$ cat src/design/synth_macros.svh
`ifndef SYNTH_MACROS_SVH
`define SYNTH_MACROS_SVH

// ================================================
// synthesizer word bank
// ================================================
`define SYNTH_WORD_W    32   // bits per serial word
`define SYNTH_NUM_WORDS 26   // words sent per sequence

// ================================================
// write bus
// ================================================
`define SYNTH_ADDR_W    5
`define SYNTH_CTRL_ADDR 26   // bit 0 of data starts a sequence

// ================================================
// sync pulse after the last word
// ================================================
// low phase, in slow_clk cycles
`define SYNTH_SYNC_LOW_CYCLES  16
// settle time after sync returns high, before busy drops
`define SYNTH_SYNC_HIGH_CYCLES 16

`endif

$ cat src/design/synth_bus_pkg.sv
`include "synth_macros.svh"

package synth_bus_pkg;

    // one write on the bus side
    // addr 0..25 selects a shadow word, addr 26 is the control register
    typedef struct packed {
        logic [`SYNTH_ADDR_W-1:0] addr;
        logic [`SYNTH_WORD_W-1:0] data;
    } bus_wr_t;

endpackage

$ cat src/design/synth_prog_pkg.sv
`include "synth_macros.svh"

package synth_prog_pkg;

    typedef logic [`SYNTH_WORD_W-1:0] synth_word_t;
    typedef logic [$clog2(`SYNTH_NUM_WORDS)-1:0] word_index_t;

    // one word handed from sequencer to shifter
    typedef struct packed {
        synth_word_t word;
        logic        last;   // set on the final word of a sequence
    } shift_req_t;

    typedef enum logic [2:0] {
        SEQ_IDLE,
        SEQ_FETCH,       // register the bank word
        SEQ_SEND,        // offer it to the shifter
        SEQ_WAIT,        // shifter busy
        SEQ_SYNC_LOW,
        SEQ_SYNC_HIGH
    } seq_state_t;

    // ================================================
    // power-on contents of the word bank
    // ================================================
    // programming order R0 (with reset bit), R0, R1..R16, R24..R31
    // low 5 bits of every word hold the register address
    localparam synth_word_t DEFAULT_WORDS [`SYNTH_NUM_WORDS] = '{
        32'h0002_0140, 32'h0000_0140,                             // R0 init, R0
        32'h0014_0141, 32'h0014_0142, 32'h8014_0143, 32'h0014_0144,
        32'h0014_0145, 32'h1111_1106, 32'h1111_1107, 32'h1111_1108,
        32'h5555_5549, 32'h9102_410A, 32'h0401_100B, 32'h1B0C_006C,
        32'h3B00_802D, 32'h0000_000E, 32'h8000_800F, 32'hC155_0410, // R1..R16
        32'h0000_0058, 32'h0300_0C19, 32'h8FA8_001A, 32'h0800_001B,
        32'h0020_001C, 32'h0180_033D, 32'h0200_033E, 32'h0000_001F  // R24..R31
    };

endpackage

$ cat src/design/clk_synth_config.sv
`timescale 1ns/100ps

module clk_synth_config (
    input  logic                   slow_clk,
    input  logic                   resetS,

    // write port
    input  synth_bus_pkg::bus_wr_t wr,
    input  logic                   wr_valid,
    output logic                   wr_ready,

    // synthesizer serial interface
    output logic                   dclk,
    output logic                   ddat,
    output logic                   dlen,
    output logic                   sync,

    output logic                   busy
);

    logic                        start;
    synth_prog_pkg::word_index_t rd_index;
    synth_prog_pkg::synth_word_t rd_word;
    synth_prog_pkg::shift_req_t  req;
    logic                        req_valid;
    logic                        req_ready;

    // synthesizer samples ddat mid-bit
    assign dclk = ~slow_clk;

    synth_cfg_regs u_cfg_regs (
        .slow_clk (slow_clk),
        .resetS   (resetS),
        .wr       (wr),
        .wr_valid (wr_valid),
        .wr_ready (wr_ready),
        .busy     (busy),
        .rd_index (rd_index),
        .rd_word  (rd_word),
        .start    (start)
    );

    synth_prog_sequencer u_sequencer (
        .slow_clk  (slow_clk),
        .resetS    (resetS),
        .start     (start),
        .busy      (busy),
        .rd_index  (rd_index),
        .rd_word   (rd_word),
        .req       (req),
        .req_valid (req_valid),
        .req_ready (req_ready),
        .sync      (sync)
    );

    synth_serial_shifter u_shifter (
        .slow_clk  (slow_clk),
        .resetS    (resetS),
        .req       (req),
        .req_valid (req_valid),
        .req_ready (req_ready),
        .ddat      (ddat),
        .dlen      (dlen)
    );

endmodule

$ cat src/design/synth_cfg_regs.sv
`timescale 1ns/100ps
`include "synth_macros.svh"

module synth_cfg_regs (
    input  logic                        slow_clk,
    input  logic                        resetS,

    // write port
    input  synth_bus_pkg::bus_wr_t      wr,
    input  logic                        wr_valid,
    output logic                        wr_ready,

    // sequencer side
    input  logic                        busy,
    input  synth_prog_pkg::word_index_t rd_index,
    output synth_prog_pkg::synth_word_t rd_word,
    output logic                        start
);

    localparam logic [`SYNTH_ADDR_W-1:0] CTRL_ADDR = `SYNTH_ADDR_W'(`SYNTH_CTRL_ADDR);
    localparam logic [`SYNTH_ADDR_W-1:0] NUM_WORDS = `SYNTH_ADDR_W'(`SYNTH_NUM_WORDS);

    synth_prog_pkg::synth_word_t bank [`SYNTH_NUM_WORDS];   // shadow words

    logic wr_fire;
    logic word_sel;
    logic ctrl_sel;

    // ================================================
    // handshake and address decode
    // ================================================
    // no writes while a sequence runs, so the bank is stable during a transfer
    assign wr_ready = ~busy;
    assign wr_fire  = wr_valid & wr_ready;

    assign word_sel = wr.addr < NUM_WORDS;
    assign ctrl_sel = wr.addr == CTRL_ADDR;

    // ================================================
    // word bank
    // ================================================
    always_ff @(posedge slow_clk) begin
        if (resetS) begin
            for (int i = 0; i < `SYNTH_NUM_WORDS; i++) begin
                bank[i] <= synth_prog_pkg::DEFAULT_WORDS[i];
            end
        end else if (wr_fire && word_sel) begin
            bank[wr.addr] <= wr.data;
        end
        // other addresses accepted and dropped
    end

    // ================================================
    // control strobe
    // ================================================
    always_ff @(posedge slow_clk) begin
        if (resetS) begin
            start <= 1'b0;
        end else begin
            start <= wr_fire & ctrl_sel & wr.data[0];   // one cycle pulse
        end
    end

    // sequencer only walks 0..25, out of range reads give zero
    always_comb begin
        if (rd_index < NUM_WORDS) begin
            rd_word = bank[rd_index];
        end else begin
            rd_word = '0;
        end
    end

endmodule

$ cat src/design/synth_prog_sequencer.sv
`timescale 1ns/100ps
`include "synth_macros.svh"

module synth_prog_sequencer (
    input  logic                        slow_clk,
    input  logic                        resetS,
    input  logic                        start,
    output logic                        busy,

    // word bank read port
    output synth_prog_pkg::word_index_t rd_index,
    input  synth_prog_pkg::synth_word_t rd_word,

    // to the shifter
    output synth_prog_pkg::shift_req_t  req,
    output logic                        req_valid,
    input  logic                        req_ready,

    output logic                        sync
);

    localparam synth_prog_pkg::word_index_t LAST_INDEX =
        $bits(synth_prog_pkg::word_index_t)'(`SYNTH_NUM_WORDS - 1);
    localparam logic [4:0] SYNC_LOW_END  = 5'(`SYNTH_SYNC_LOW_CYCLES - 1);
    localparam logic [4:0] SYNC_HIGH_END = 5'(`SYNTH_SYNC_HIGH_CYCLES - 1);

    synth_prog_pkg::seq_state_t state;
    logic                       auto_start;   // one-shot run after reset
    logic [4:0]                 sync_cnt;

    // ================================================
    // sequence FSM
    // ================================================
    always_ff @(posedge slow_clk) begin
        if (resetS) begin
            state      <= synth_prog_pkg::SEQ_IDLE;
            auto_start <= 1'b1;
            rd_index   <= '0;
            req_valid  <= 1'b0;
            sync_cnt   <= '0;
        end else begin
            case (state)
                synth_prog_pkg::SEQ_IDLE: begin
                    if (start || auto_start) begin
                        auto_start <= 1'b0;
                        rd_index   <= '0;
                        state      <= synth_prog_pkg::SEQ_FETCH;
                    end
                end
                synth_prog_pkg::SEQ_FETCH: begin
                    req_valid <= 1'b1;   // word registered below
                    state     <= synth_prog_pkg::SEQ_SEND;
                end
                synth_prog_pkg::SEQ_SEND: begin
                    if (req_ready) begin
                        req_valid <= 1'b0;
                        state     <= synth_prog_pkg::SEQ_WAIT;
                    end
                end
                synth_prog_pkg::SEQ_WAIT: begin
                    // ready comes back one cycle after dlen rises
                    if (req_ready) begin
                        if (req.last) begin
                            sync_cnt <= '0;
                            state    <= synth_prog_pkg::SEQ_SYNC_LOW;
                        end else begin
                            rd_index <= rd_index + 1'b1;
                            state    <= synth_prog_pkg::SEQ_FETCH;
                        end
                    end
                end
                synth_prog_pkg::SEQ_SYNC_LOW: begin
                    if (sync_cnt == SYNC_LOW_END) begin
                        sync_cnt <= '0;
                        state    <= synth_prog_pkg::SEQ_SYNC_HIGH;
                    end else begin
                        sync_cnt <= sync_cnt + 1'b1;
                    end
                end
                synth_prog_pkg::SEQ_SYNC_HIGH: begin
                    if (sync_cnt == SYNC_HIGH_END) begin
                        state <= synth_prog_pkg::SEQ_IDLE;
                    end else begin
                        sync_cnt <= sync_cnt + 1'b1;
                    end
                end
                default: state <= synth_prog_pkg::SEQ_IDLE;
            endcase
        end
    end

    // request payload
    always_ff @(posedge slow_clk) begin
        if (state == synth_prog_pkg::SEQ_FETCH) begin
            req.word <= rd_word;
            req.last <= rd_index == LAST_INDEX;
        end
    end

    // high through reset too, the auto run follows right away
    assign busy = (state != synth_prog_pkg::SEQ_IDLE) | auto_start;
    assign sync = state != synth_prog_pkg::SEQ_SYNC_LOW;

endmodule

$ cat src/design/synth_serial_shifter.sv
`timescale 1ns/100ps
`include "synth_macros.svh"

module synth_serial_shifter (
    input  logic                       slow_clk,
    input  logic                       resetS,
    input  synth_prog_pkg::shift_req_t req,
    input  logic                       req_valid,
    output logic                       req_ready,
    output logic                       ddat,
    output logic                       dlen
);

    localparam logic [4:0] LAST_BIT = 5'(`SYNTH_WORD_W - 1);

    logic [`SYNTH_WORD_W-1:0] sreg;
    logic [4:0]               bit_cnt;
    logic                     shifting;   // dlen low phase
    logic                     tail;       // one cycle after dlen rises

    assign req_ready = ~shifting & ~tail;

    // ================================================
    // control
    // ================================================
    always_ff @(posedge slow_clk) begin
        if (resetS) begin
            shifting <= 1'b0;
            tail     <= 1'b0;
            bit_cnt  <= '0;
        end else begin
            tail <= 1'b0;
            if (req_valid && req_ready) begin
                shifting <= 1'b1;
                bit_cnt  <= '0;
            end else if (shifting) begin
                bit_cnt <= bit_cnt + 1'b1;
                if (bit_cnt == LAST_BIT) begin
                    shifting <= 1'b0;   // 32 bits out
                    tail     <= 1'b1;
                end
            end
        end
    end

    // ================================================
    // data path, MSB first
    // ================================================
    always_ff @(posedge slow_clk) begin
        if (req_valid && req_ready) begin
            sreg <= req.word;
        end else if (shifting) begin
            sreg <= {sreg[`SYNTH_WORD_W-2:0], 1'b0};
        end
    end

    assign ddat = shifting & sreg[`SYNTH_WORD_W-1];   // quiet low between words
    assign dlen = ~shifting;

endmodule

$ cat config.mk
export PLATFORM = sky130hd
export DESIGN_NAME = clk_synth_config
export DESIGN_NICKNAME = d
export VERILOG_FILES = /design/src/design/synth_bus_pkg.sv /design/src/design/synth_prog_pkg.sv /design/src/design/clk_synth_config.sv /design/src/design/synth_cfg_regs.sv /design/src/design/synth_prog_sequencer.sv /design/src/design/synth_serial_shifter.sv
export VERILOG_INCLUDE_DIRS = /design/src /design/src/design
export SDC_FILE = /design/constraint.sdc
export NUM_CORES = 1
export LEC_CHECK = 0
export BUFFER_PORTS_ARGS = -buffer_cell sky130_fd_sc_hd__clkbuf_2
export CAP_MARGIN = 30
export CORE_ASPECT_RATIO = 0.5
export CORE_MARGIN = 2
export CORE_UTILIZATION = 45
export DETAILED_ROUTE_END_ITERATION = 7
export GPL_ROUTABILITY_DRIVEN = 1
export PLACE_DENSITY = 0.62
export SKIP_CTS_REPAIR_TIMING = 1
export SYNTH_ARGS = -nofsm -noshare
export SYNTH_HDL_FRONTEND = slang
export SYNTH_SLANG_ARGS = --single-unit
export TNS_END_PERCENT = 100
$ cat constraint.sdc
create_clock -name slow_clk -period 5.35 [get_ports slow_clk]
set_input_delay 0.2675 -clock slow_clk [delete_from_list [all_inputs] [get_ports slow_clk]]
set_output_delay 0.2675 -clock slow_clk [all_outputs]
set_load 0.01 [all_outputs]
Word-level counts from Yosys, hierarchy flattened
Memories as Yosys holds them, arrays and structs flattened. A register that Yosys moved wholly into a read port is not among the register bits.
Cells that the tools add are included.
{"block": "classes", "n_addsub": 3, "order_cmp": 2, "eq_ne": 18, "muxes": 32, "n_bitwise": 10, "reduce_logical": 18}
{"operator": "$mux 32", "count": 3}
{"operator": "$mux 5", "count": 8}
{"operator": "$reduce_or 32->1", "count": 1}
{"operator": "$mux 3", "count": 6}
{"operator": "$pmux 3 s6", "count": 1}
{"operator": "$add 5x1->5 const B", "count": 3}
{"operator": "$eq 5x5->1 const B", "count": 3}
{"operator": "$pmux 5 s3", "count": 1}
{"operator": "$ne 2x1->1 const B", "count": 6}
{"operator": "$mux 1", "count": 11}
{"operator": "$lt 5x5->1 const B", "count": 2}
{"operator": "$pmux 5 s2", "count": 1}
{"operator": "$reduce_and 4->1", "count": 2}
{"operator": "$eq 3x2->1 const B", "count": 2}
{"operator": "$eq 3x3->1 const B", "count": 2}
{"operator": "$reduce_bool 2->1", "count": 3}
{"operator": "$reduce_bool 3->1", "count": 2}
{"operator": "$and 1x1->1", "count": 5}
{"operator": "$eq 5x4->1 const B", "count": 1}
{"operator": "$reduce_and 5->1", "count": 1}
{"operator": "$ne 2x2->1 const B", "count": 2}
{"operator": "$not 1->1", "count": 4}
{"operator": "$reduce_and 2->1", "count": 2}
{"operator": "$eq 3x1->1 const B", "count": 1}
{"operator": "9 further kinds", "count": 10}
{"block": "word_totals", "regBits": 56, "ramBits": 832, "in_bits": 40, "output_inout_bits": 6, "wordCells": 95, "mem_count": 1}
{"memory": "u_cfg_regs.bank", "depth": 26, "word_bits": 32, "rd": 1, "rd_ports_with_merged_regs": 1, "write_ports": 26, "line_no": "synth_cfg_regs.sv:23", "rtl": "synth_prog_pkg::synth_word_t bank [`SYNTH_NUM_WORDS];"}

Longest topological paths before layout
Gate-level depths: netlist (run 1).
{"block": "logic_depth", "ltp_word": 10, "mapped_depth": 9, "mapped_depth_nobuf": 8}

Modules after synthesis
A second synthesis (run 1) with hierarchy kept.
{"block": "unflattened", "cells_unflattened": 2964, "hier_area_um2": 41835.1}
{"mod": "synth_cfg_regs", "instances": 1, "cells_each": 2731, "area_each_um2": 38316.7, "seq_area_each_um2": 25004.0}
{"mod": "synth_prog_sequencer", "instances": 1, "cells_each": 132, "area_each_um2": 1853.0, "seq_area_each_um2": 1291.2}
{"mod": "synth_serial_shifter", "instances": 1, "cells_each": 100, "area_each_um2": 1661.6, "seq_area_each_um2": 1101.1}
{"mod": "clk_synth_config", "instances": 1, "cells_each": 1, "area_each_um2": 3.8, "seq_area_each_um2": 0.0}

==> summary.json, run 1 <==
{
  "routing": {
    "drt_first_pass_iters": 5,
    "wl_per_cell_um": 29.4,
    "vias_per_cell": 5.85,
    "detail-route-antenna-nets": 0,
    "detailedRoute.firstIterationViolations": 3766,
    "drt_drc_violations_left": 0,
    "via_count": 28100,
    "totalWireLength_um": 141000
  },
  "floorplan": {
    "placementRows": 85,
    "floorplan.die.width_um": 471,
    "core_mm2": 0.108,
    "boundaryPins": 46,
    "floorplan.die_area_mm2": 0.112,
    "dieHeight_um": 238,
    "start_util_pct": 45.5
  },
  "timing": {
    "fin_setup_tns_ps": 0,
    "maxSlewViolCount": 0,
    "slew-limit-headroom_pct": 29.8,
    "timing_hold_violations_final": 0,
    "max_slew.worst_pin.slew_ps": 1050,
    "setup_repair_after_global_routing_missed_its_margin": "no",
    "final.setup_skew_ps": 27.3,
    "final-setup-viol-count": 0
  },
  "global_route": {
    "overflow": 0,
    "grt_pass1_vias": 27600,
    "maximum_number_of_pins_on_one_net_before_global_route_repair": 82,
    "grt_pass1_wl_um": 203000,
    "grt.total_usage_pct": 25.4,
    "grt_antenna_before_repair": 21
  },
  "power_and_ir_drop": {
    "design_power_total_w": 0.0195,
    "power.density_cell_area_mw_per_mm2": 355,
    "worst_ir_drop_vdd_uv": 266,
    "cellLeakagePower_nw": 18.3
  },
  "clock_tree": {
    "ctsHtreeMaxLevel": 3,
    "clock_tree.buffer_depth": 3,
    "cts_buffers": 103,
    "tritoncts": "yes",
    "root_cell_of_the_clock_tree": "clkbuf_16",
    "clock_insertion_delay_worst_skew_ps": 710,
    "cts.clk_slew.worst_paths_ps": 60
  },
  "logic_synthesis": {
    "post_synth.cell_area_avg_um2": 15.7,
    "ys_ff_latch": 1112,
    "yosysUniqueCellTypes": 58,
    "netlist_area_mm2": 0.0491,
    "yosys-top-cells-area": "edfxtp_1, and2_1, mux4_2, mux2i_1, or3_1",
    "synth_edf_count": 1089,
    "synth_most_common_cell": "edfxtp_1",
    "synthesis.instances": 3125,
    "post-synth-top-area-cell": "edfxtp_1",
    "postSynth.asyncResetShare_pct": 0,
    "synth_top_area_share_pct": 66.6,
    "synth_ff_type": "edfxtp_1",
    "synth.yosys.warnings": 0,
    "seq_area_frac_synth_pct": 67.5,
    "synth_commonest_cells": "edfxtp_1, and2_1, mux2i_1"
  },
  "job": {
    "cap_viol_max_count": 0
  },
  "status": {
    "outcome": "finished, final reports clean"
  },
  "setup_path": {
    "crit_fanout": 13,
    "crit_path_end_kind": "output port",
    "critical_path_class": "clock port to output port",
    "crit_path_start_kind": "clock port",
    "rr_endpoint": "u_sequencer.rd_index[3]",
    "cp-startpoint": "slow_clk",
    "data_arrival_time_at_the_worst_slack_endpoint_ps": 3490,
    "required_ps": 5080,
    "reg2reg_depth": 6,
    "timing.rr.start": "u_sequencer.rd_index[0]",
    "r2r_setup_slack_ps": 1850
  },
  "place": {
    "place_hpwl_um": 85500,
    "post_dp_cell_area_mm2": 0.0516,
    "post-place-cells": 4611,
    "numPortBuffers": 45,
    "place_congestion": 0.881
  },
  "cells_and_area": {
    "fin_cells": 4804,
    "area_growth_pct": 11.7,
    "layout-drive-gt1-share_pct": 17.4,
    "final_area_mm2": 0.0549,
    "finalCoreUtilization_pct": 50.8,
    "final_nets": 3332
  },
  "hold_path": {
    "hold_path_depth": 3,
    "min_delay_worst_endpoint": "u_cfg_regs.start",
    "timing.hold.worst.start": "wr[36]",
    "hold_class": "primary input to flip-flop"
  }
}
-- worst max-delay path by stage --
stage	slack, ps	endpoint	cells after the start
2_1_floorplan	1910	u_sequencer.req[0]	3
3_3_place_gp	2010	u_sequencer.req[30]	6
3_5_place_dp	2010	u_cfg_regs.bank[9][21]	7
4_1_cts	1560	dclk	5
5_1_grt	1530	dclk	5
6_report	1600	dclk	5
-- per-layer routing --
layer	track usage, %	routed length [µm]	up-vias
met3	8.25	16800	172
met4	5.81	3130	6
met5	0	41	-
met2	38.0	62800	1355
met1	36.2	58700	14600
li1	-	-	11900
-- cell usage in the layout, fill, tap and decap left out, types with 29 or more instances in the layout --
cell type | synthesis | final
edfxtp_1 | 1089 | 1089
and2_1 | 659 | 658
conb_1 | 1 | 192
mux2i_1 | 190 | 190
or3_1 | 178 | 178
mux4_2 | 174 | 174
clkbuf_16 | 0 | 106
buf_4 | 26 | 69
nand2_1 | 68 | 68
mux2_2 | 59 | 59
a21oi_1 | 60 | 59
a22oi_1 | 53 | 53
clkbuf_2 | 7 | 45
nor2_1 | 42 | 36
o221ai_1 | 32 | 32
or2_2 | 28 | 29
-- flip-flops by register name (all words and copies together) (netlist names), 3 cells and up --
signal                flops
u_sequencer.sync_cnt      5
u_cfg_regs.bank        1024
u_sequencer.state         3
u_sequencer.req          33
u_shifter.bit_cnt         5
u_sequencer.rd_index      5
u_shifter.sreg           32
-- metrics by stage --
step                setup slack [ps]  hold WS, ps
floorplan                       1910          311
detailed placement              2010          392
global placement                2010          392
global route                    1530         40.9
CTS                             1560         -152
finish                          1600         31.2
-- area by class of cell --
cell class                 instances  area [µm²]
antenna                            3        7.51
sequential                      1112       33200
inverter                          12        45.0
fill                            8854       53100
clock buffer                     131        2760
timing repair buffer             138        1230
clock inverter                    58         493
multi-input combinational       1915       15400
tap                             1435        1800
-- critical path, stage by stage --
cell and delay [ps]:
clkbuf_16 200, clkbuf_16 240, clkbuf_16 190, inv_1 50, clkbuf_2 120
-- report_power, final --
| part | total [W] | internal, W | switching, W |
|---|---|---|---|
| clock network | 0.00732 | 0.00403 | 0.00330 |
| logic | 0.00169 | 0.000580 | 0.00111 |
| registers | 0.0105 | 0.0102 | 0.000266 |
| total | 0.0195 | 0.0148 | 0.00468 |
-- kinds of logic (layout without fill, tap and decap cells) --
group	count (synthesis)	after routing	synth area share [%]
flip-flops	1112	1112	67.5
AND/OR/NAND/NOR	1063	1063	13.1
multiplexers	423	423	13.2
buffers and inverters	289	339	2.76
AO/OA/AOI/OAI	223	223	3.13
adder cells (fa/ha/maj)	8	8	0.204
XOR/XNOR	6	6	0.107
other	1	195	0.00763
(Power assumes the default switching activity.)
==> inputs of run 2 (changes only) <==
--- a/config.mk
+++ b/config.mk
@@ -6,6 +6,7 @@
 export SDC_FILE = /design/constraint.sdc
 export NUM_CORES = 1
 export LEC_CHECK = 0
+export ABC_AREA = 1
 export BUFFER_PORTS_ARGS = -buffer_cell sky130_fd_sc_hd__clkbuf_2
 export CAP_MARGIN = 30
 export CORE_ASPECT_RATIO = 0.5
@@ -13,7 +14,7 @@
 export CORE_UTILIZATION = 45
 export DETAILED_ROUTE_END_ITERATION = 7
 export GPL_ROUTABILITY_DRIVEN = 1
-export PLACE_DENSITY = 0.62
+export PLACE_DENSITY = 0.64
 export SKIP_CTS_REPAIR_TIMING = 1
 export SYNTH_ARGS = -nofsm -noshare
 export SYNTH_HDL_FRONTEND = slang
==> constraint.sdc (replaced) <==
create_clock -name slow_clk -period 3.3 [get_ports slow_clk]
set_input_delay 0.165 -clock slow_clk [delete_from_list [all_inputs] [get_ports slow_clk]]
set_output_delay 0.165 -clock slow_clk [all_outputs]
set_load 0.01 [all_outputs]
==> run 2 against run 1 <==
Sequential share of layout area decreased by 2.6 points. Clock skew increased by 3.7 ps. Routed wire length increased by 9.9%. Combinational power increased to 6.4 times the previous value. Largest power group unchanged. Clock-buffer cell count decreased by 2. Register-to-register slack got worse by 1300 ps.
==> summary.json, run 2 <==
{
  "status": {
    "outcome": {"value": "finished, final reports clean", "change": "unchanged"}
  },
  "place": {
    "place_hpwl": {"value": 94700, "unit": "µm", "change": "was 85500 µm"},
    "numPortBuffers": {"value": 45, "change": "unchanged"},
    "place_congestion": {"value": 0.921, "change": "was 0.881"},
    "post-place-cells": {"value": 6806, "change": "was 4611"},
    "dp_slack": {"value": 615, "unit": "ps", "change": "was 2010 ps"}
  },
  "power_and_ir_drop": {
    "switchingPower": {"value": 0.0137, "unit": "W", "change": "was 0.00468 W"},
    "worst_ir_drop_vdd": {"value": 906, "unit": "µV", "change": "was 266 µV"},
    "cellLeakagePower": {"value": 23.3, "unit": "nW", "change": "was 18.3 nW"},
    "clockPowerShare": {"value": 30.4, "unit": "%", "change": "was 37.5%"},
    "power.density_cell_area": {"value": 696, "unit": "mW/mm²", "change": "was 355 mW/mm²"},
    "cell_internal_pwr": {"value": 0.0263, "unit": "W", "change": "was 0.0148 W"},
    "sw_frac_of_total": {"value": 34.2, "unit": "%", "change": "was 24.0%"},
    "power.share.combinational": {"value": 27.2, "unit": "%", "change": "was 8.7%"},
    "power.share.sequential": {"value": 42.4, "unit": "%", "change": "was 53.8%"}
  },
  "logic_synthesis": {
    "post_synth.cell_area_avg": {"value": 9.58, "unit": "µm²", "change": "was 15.7 µm²"},
    "synth_most_common_cell": {"value": "nand2_1", "change": "was edfxtp_1"},
    "synthSimpleGateAreaFrac": {"value": 25.5, "unit": "%", "change": "was 13.1%"},
    "synth_compound_gate_area_share": {"value": 1.44, "unit": "%", "change": "was 3.13%"},
    "seq_area_frac_synth": {"value": 65.5, "unit": "%", "change": "was 67.5%"},
    "yosysUniqueCellTypes": {"value": 32, "change": "was 58"},
    "synth_top_area_share": {"value": 64.6, "unit": "%", "change": "was 66.6%"},
    "ys_ff_latch": {"value": 1112, "change": "unchanged"},
    "synthesis.instances": {"value": 5283, "change": "was 3125"},
    "synth.yosys.warnings": {"value": 0, "change": "unchanged"},
    "netlist_area": {"value": 0.0506, "unit": "mm²", "change": "was 0.0491 mm²"},
    "synth_edf_count": {"value": 1089, "change": "unchanged"},
    "post-synth-top-area-cell": {"value": "edfxtp_1", "change": "unchanged"},
    "synth_ff_type": {"value": "edfxtp_1", "change": "unchanged"},
    "postSynth.asyncResetShare": {"value": 0, "unit": "%", "change": "unchanged"},
    "synth_commonest_cells": {"value": "nand2_1, edfxtp_1, nor2_1", "change": "was edfxtp_1, and2_1, mux2i_1"},
    "share_of_synthesized_cell_area_in_full_adder_half_adder_and_majority_cells": {"value": 0.198, "unit": "%", "change": "was 0.204%"},
    "post_synth_mux_area_share": {"value": 0.690, "unit": "%", "change": "was 13.2%"},
    "synth_top_family_by_area": {"value": "simple AND/OR/NAND/NOR gates", "change": "was multiplexers"},
    "yosys-top-cells-area": {"value": "edfxtp_1, nand2_1, nand3_1, nor2_1, inv_1", "change": "was edfxtp_1, and2_1, mux4_2, mux2i_1, or3_1"},
    "synth_area_in_xor_xnor": {"value": 0.121, "unit": "%", "change": "was 0.107%"}
  },
  "clock_tree": {
    "root_cell_of_the_clock_tree": {"value": "clkbuf_16", "change": "unchanged"},
    "clock_tree.buffer_depth": {"value": 3, "change": "unchanged"},
    "cts.clk_slew.worst_paths": {"value": 70, "unit": "ps", "change": "was 60 ps"},
    "clock_insertion_delay_worst_skew": {"value": 720, "unit": "ps", "change": "was 710 ps"},
    "cts_buffers": {"value": 102, "change": "was 103"},
    "ctsHtreeMaxLevel": {"value": 3, "change": "unchanged"},
    "tritoncts": {"value": "yes", "change": "unchanged"}
  },
  "cells_and_area": {
    "area_growth": {"value": 13.4, "unit": "%", "change": "was 11.7%"},
    "fillerInstances": {"value": 9951, "change": "was 8854"},
    "top_register": {"value": "u_cfg_regs.bank", "change": "unchanged"},
    "layout.cells.most_common": {"value": "nand2_1", "change": "was edfxtp_1"},
    "layout-drive-gt1-share": {"value": 8.84, "unit": "%", "change": "was 17.4%"},
    "final_nets": {"value": 5497, "change": "was 3332"},
    "fin_cells": {"value": 7031, "change": "was 4804"},
    "largest_registers": {"value": "u_cfg_regs.bank (1024), u_sequencer.req (33), u_shifter.sreg (32)", "change": "unchanged"},
    "largest_register_ff_count": {"value": 1024, "change": "unchanged"},
    "layout_common_cells": {"value": "nand2_1, edfxtp_1, nor2_1, nand3_1, inv_1", "change": "was edfxtp_1, and2_1, conb_1, mux2i_1, or3_1"}
  },
  "routing": {
    "via_count": {"value": 38000, "change": "was 28.1k"},
    "totalWireLength": {"value": 155000, "unit": "µm", "change": "was 141000 µm"},
    "drt_first_pass_iters": {"value": 8, "change": "was 5"},
    "detailedRoute.firstIterationViolations": {"value": 4906, "change": "was 3766"},
    "vias_per_cell": {"value": 5.41, "change": "was 5.85"},
    "wl_per_cell": {"value": 22.1, "unit": "µm", "change": "was 29.4 µm"},
    "detail-route-antenna-nets": {"value": 0, "change": "unchanged"},
    "drt_drc_violations_left": {"value": 0, "change": "unchanged"}
  },
  "timing": {
    "fin_crit_sh_pct": 83.6,
    "max_slew.worst_pin.slew": {"value": 1060, "unit": "ps", "change": "was 1050 ps"},
    "post-route-min-period_ps": 2760,
    "timing_hold_violations_final": {"value": 0, "change": "unchanged"},
    "final.setup_skew": {"value": 31.1, "unit": "ps", "change": "was 27.3 ps"},
    "setup_repair_after_global_routing_missed_its_margin": {"value": "no", "change": "unchanged"},
    "fin_hold_ws": {"value": 116, "unit": "ps", "change": "was 31.2 ps"},
    "finalWorstSetupSlack": {"value": 540, "unit": "ps", "change": "was 1600 ps"},
    "maxSlewViolCount": {"value": 0, "change": "unchanged"},
    "fmax_ghz": 0.362,
    "final-setup-viol-count": {"value": 0, "change": "unchanged"},
    "slew-limit-headroom": {"value": 29.4, "unit": "%", "change": "was 29.8%"}
  },
  "global_route": {
    "maximum_number_of_pins_on_one_net_before_global_route_repair": {"value": 131, "change": "was 82"},
    "grt_pass1_vias": {"value": 35700, "change": "was 27.6k"},
    "grt.total_usage": {"value": 26.8, "unit": "%", "change": "was 25.4%"},
    "grt_pass1_wl": {"value": 228000, "unit": "µm", "change": "was 203000 µm"},
    "grt_antenna_before_repair": {"value": 4, "change": "was 21"},
    "overflow": {"value": 0, "change": "unchanged"}
  },
  "setup_path": {
    "required": {"value": 3680, "unit": "ps", "change": "was 5080 ps"},
    "critPathMaxStageDelay": {"value": 400, "unit": "ps", "change": "was 240 ps"},
    "crit_fanout": {"value": 19, "change": "was 13"},
    "critical_path.slowest_cell": {"value": "dfxtp_1", "change": "was clkbuf_16"},
    "crit_path_end_kind": {"value": "flip-flop", "change": "was output port"},
    "worst_path_most_repeated_cell": {"value": "nor2_4", "change": "was clkbuf_16"},
    "worstPathCellList": {"value": "nor2_4 -> nand2_4 -> nor2_4 -> inv_2 -> nor2_4 -> nand2_1 -> nor2_4 -> nand2_1 -> nand2_1 -> buf_4", "change": "was clkbuf_16 -> clkbuf_16 -> clkbuf_16 -> inv_1 -> clkbuf_2"},
    "data_arrival_time_at_the_worst_slack_endpoint": {"value": 3140, "unit": "ps", "change": "was 3490 ps"},
    "critical_path_class": {"value": "flip-flop to flip-flop", "change": "was clock port to output port"},
    "crit_path_start_kind": {"value": "flip-flop", "change": "was clock port"}
  },
  "job": {
    "cap_viol_max_count": {"value": 0, "change": "unchanged"}
  },
  "floorplan": {
    "floorplan.die_area": {"value": 0.115, "unit": "mm²", "change": "was 0.112 mm²"},
    "boundaryPins": {"value": 46, "change": "unchanged"},
    "placementRows": {"value": 86, "change": "was 85"},
    "start_util": {"value": 45.7, "unit": "%", "change": "was 45.5%"},
    "floorplan.die.width": {"value": 478, "unit": "µm", "change": "was 471 µm"},
    "core": {"value": 0.111, "unit": "mm²", "change": "was 0.108 mm²"},
    "dieHeight": {"value": 241, "unit": "µm", "change": "was 238 µm"}
  },
  "hold_path": {
    "hold_class": {"value": "primary input to flip-flop", "change": "unchanged"}
  }
}
run 2: area by class of cell:
class                      count  area [µm²]  share of cell area (%)
tap                         1496        1870                    3.26
clock inverter                62         593                    1.03
timing repair buffer         240        2170                    3.78
clock buffer                 129        2740                    4.78
antenna                        1        2.50                 0.00436
inverter                     500        1890                    3.30
multi-input combinational   3491       14900                    26.0
sequential                  1112       33200                    57.8
run 2: worst paths after layout:
kind | from | to | slack, ps | depth (start not counted)
min reg2reg | u_sequencer.req_valid | u_sequencer.req_valid | 470 | 2
min | wr[35] | u_cfg_regs.bank[12][3] | 120 | 6
max reg2reg | u_sequencer.state[0] | u_cfg_regs.bank[22][10] | 540 | 10
max | u_sequencer.state[0] | u_cfg_regs.bank[22][10] | 540 | 10
run 2: metal layers:
metal  track usage [%]  share of wire [%]
met5                 0                  0
met4              11.0                4.2
met3              5.43                 11
met2              41.6                 45
met1              37.0                 40
run 2: metrics by stage:
step | util [%] | instance area [µm²] | TNS, ps | total power (W)
2_1_floorplan | - | 51300 | -186630 | 0.0236
3_3_place_gp | 48.5 | 53700 | 0 | 0.0277
3_5_place_dp | 48.5 | 53700 | 0 | 0.0278
4_1_cts | 51.5 | 57000 | 0 | 0.0398
5_1_grt | 51.8 | 57400 | 0 | 0.0415
6_report | 51.8 | 57400 | 0 | 0.0399
run 2: power groups by stage:
stage          combinational, W  sequential [W]  clock [W]
3_3_place_gp             0.0105          0.0172  0.0000225
4_1_cts                  0.0106          0.0169     0.0122
6_report                 0.0109          0.0169     0.0122
3_5_place_dp             0.0106          0.0172  0.0000225
2_1_floorplan           0.00655          0.0171  0.0000119
5_1_grt                  0.0118          0.0170     0.0128
run 2: cells by family after synthesis:
logic type,after synthesis
and+or+nand+nor,3113
DFF,1112
buffers and inverters,871
AOI/OAI and AO/OA,140
muxes,31
adders and majority gates,8
xor gates and xnor gates,7
other,1
run 2: worst max-delay path: cells and delay by family (launching register included):
kind | cells | cell delay [ps]
AND/OR/NAND/NOR | 8 | 1660
flip-flops | 1 | 400
buffers and inverters | 2 | 370
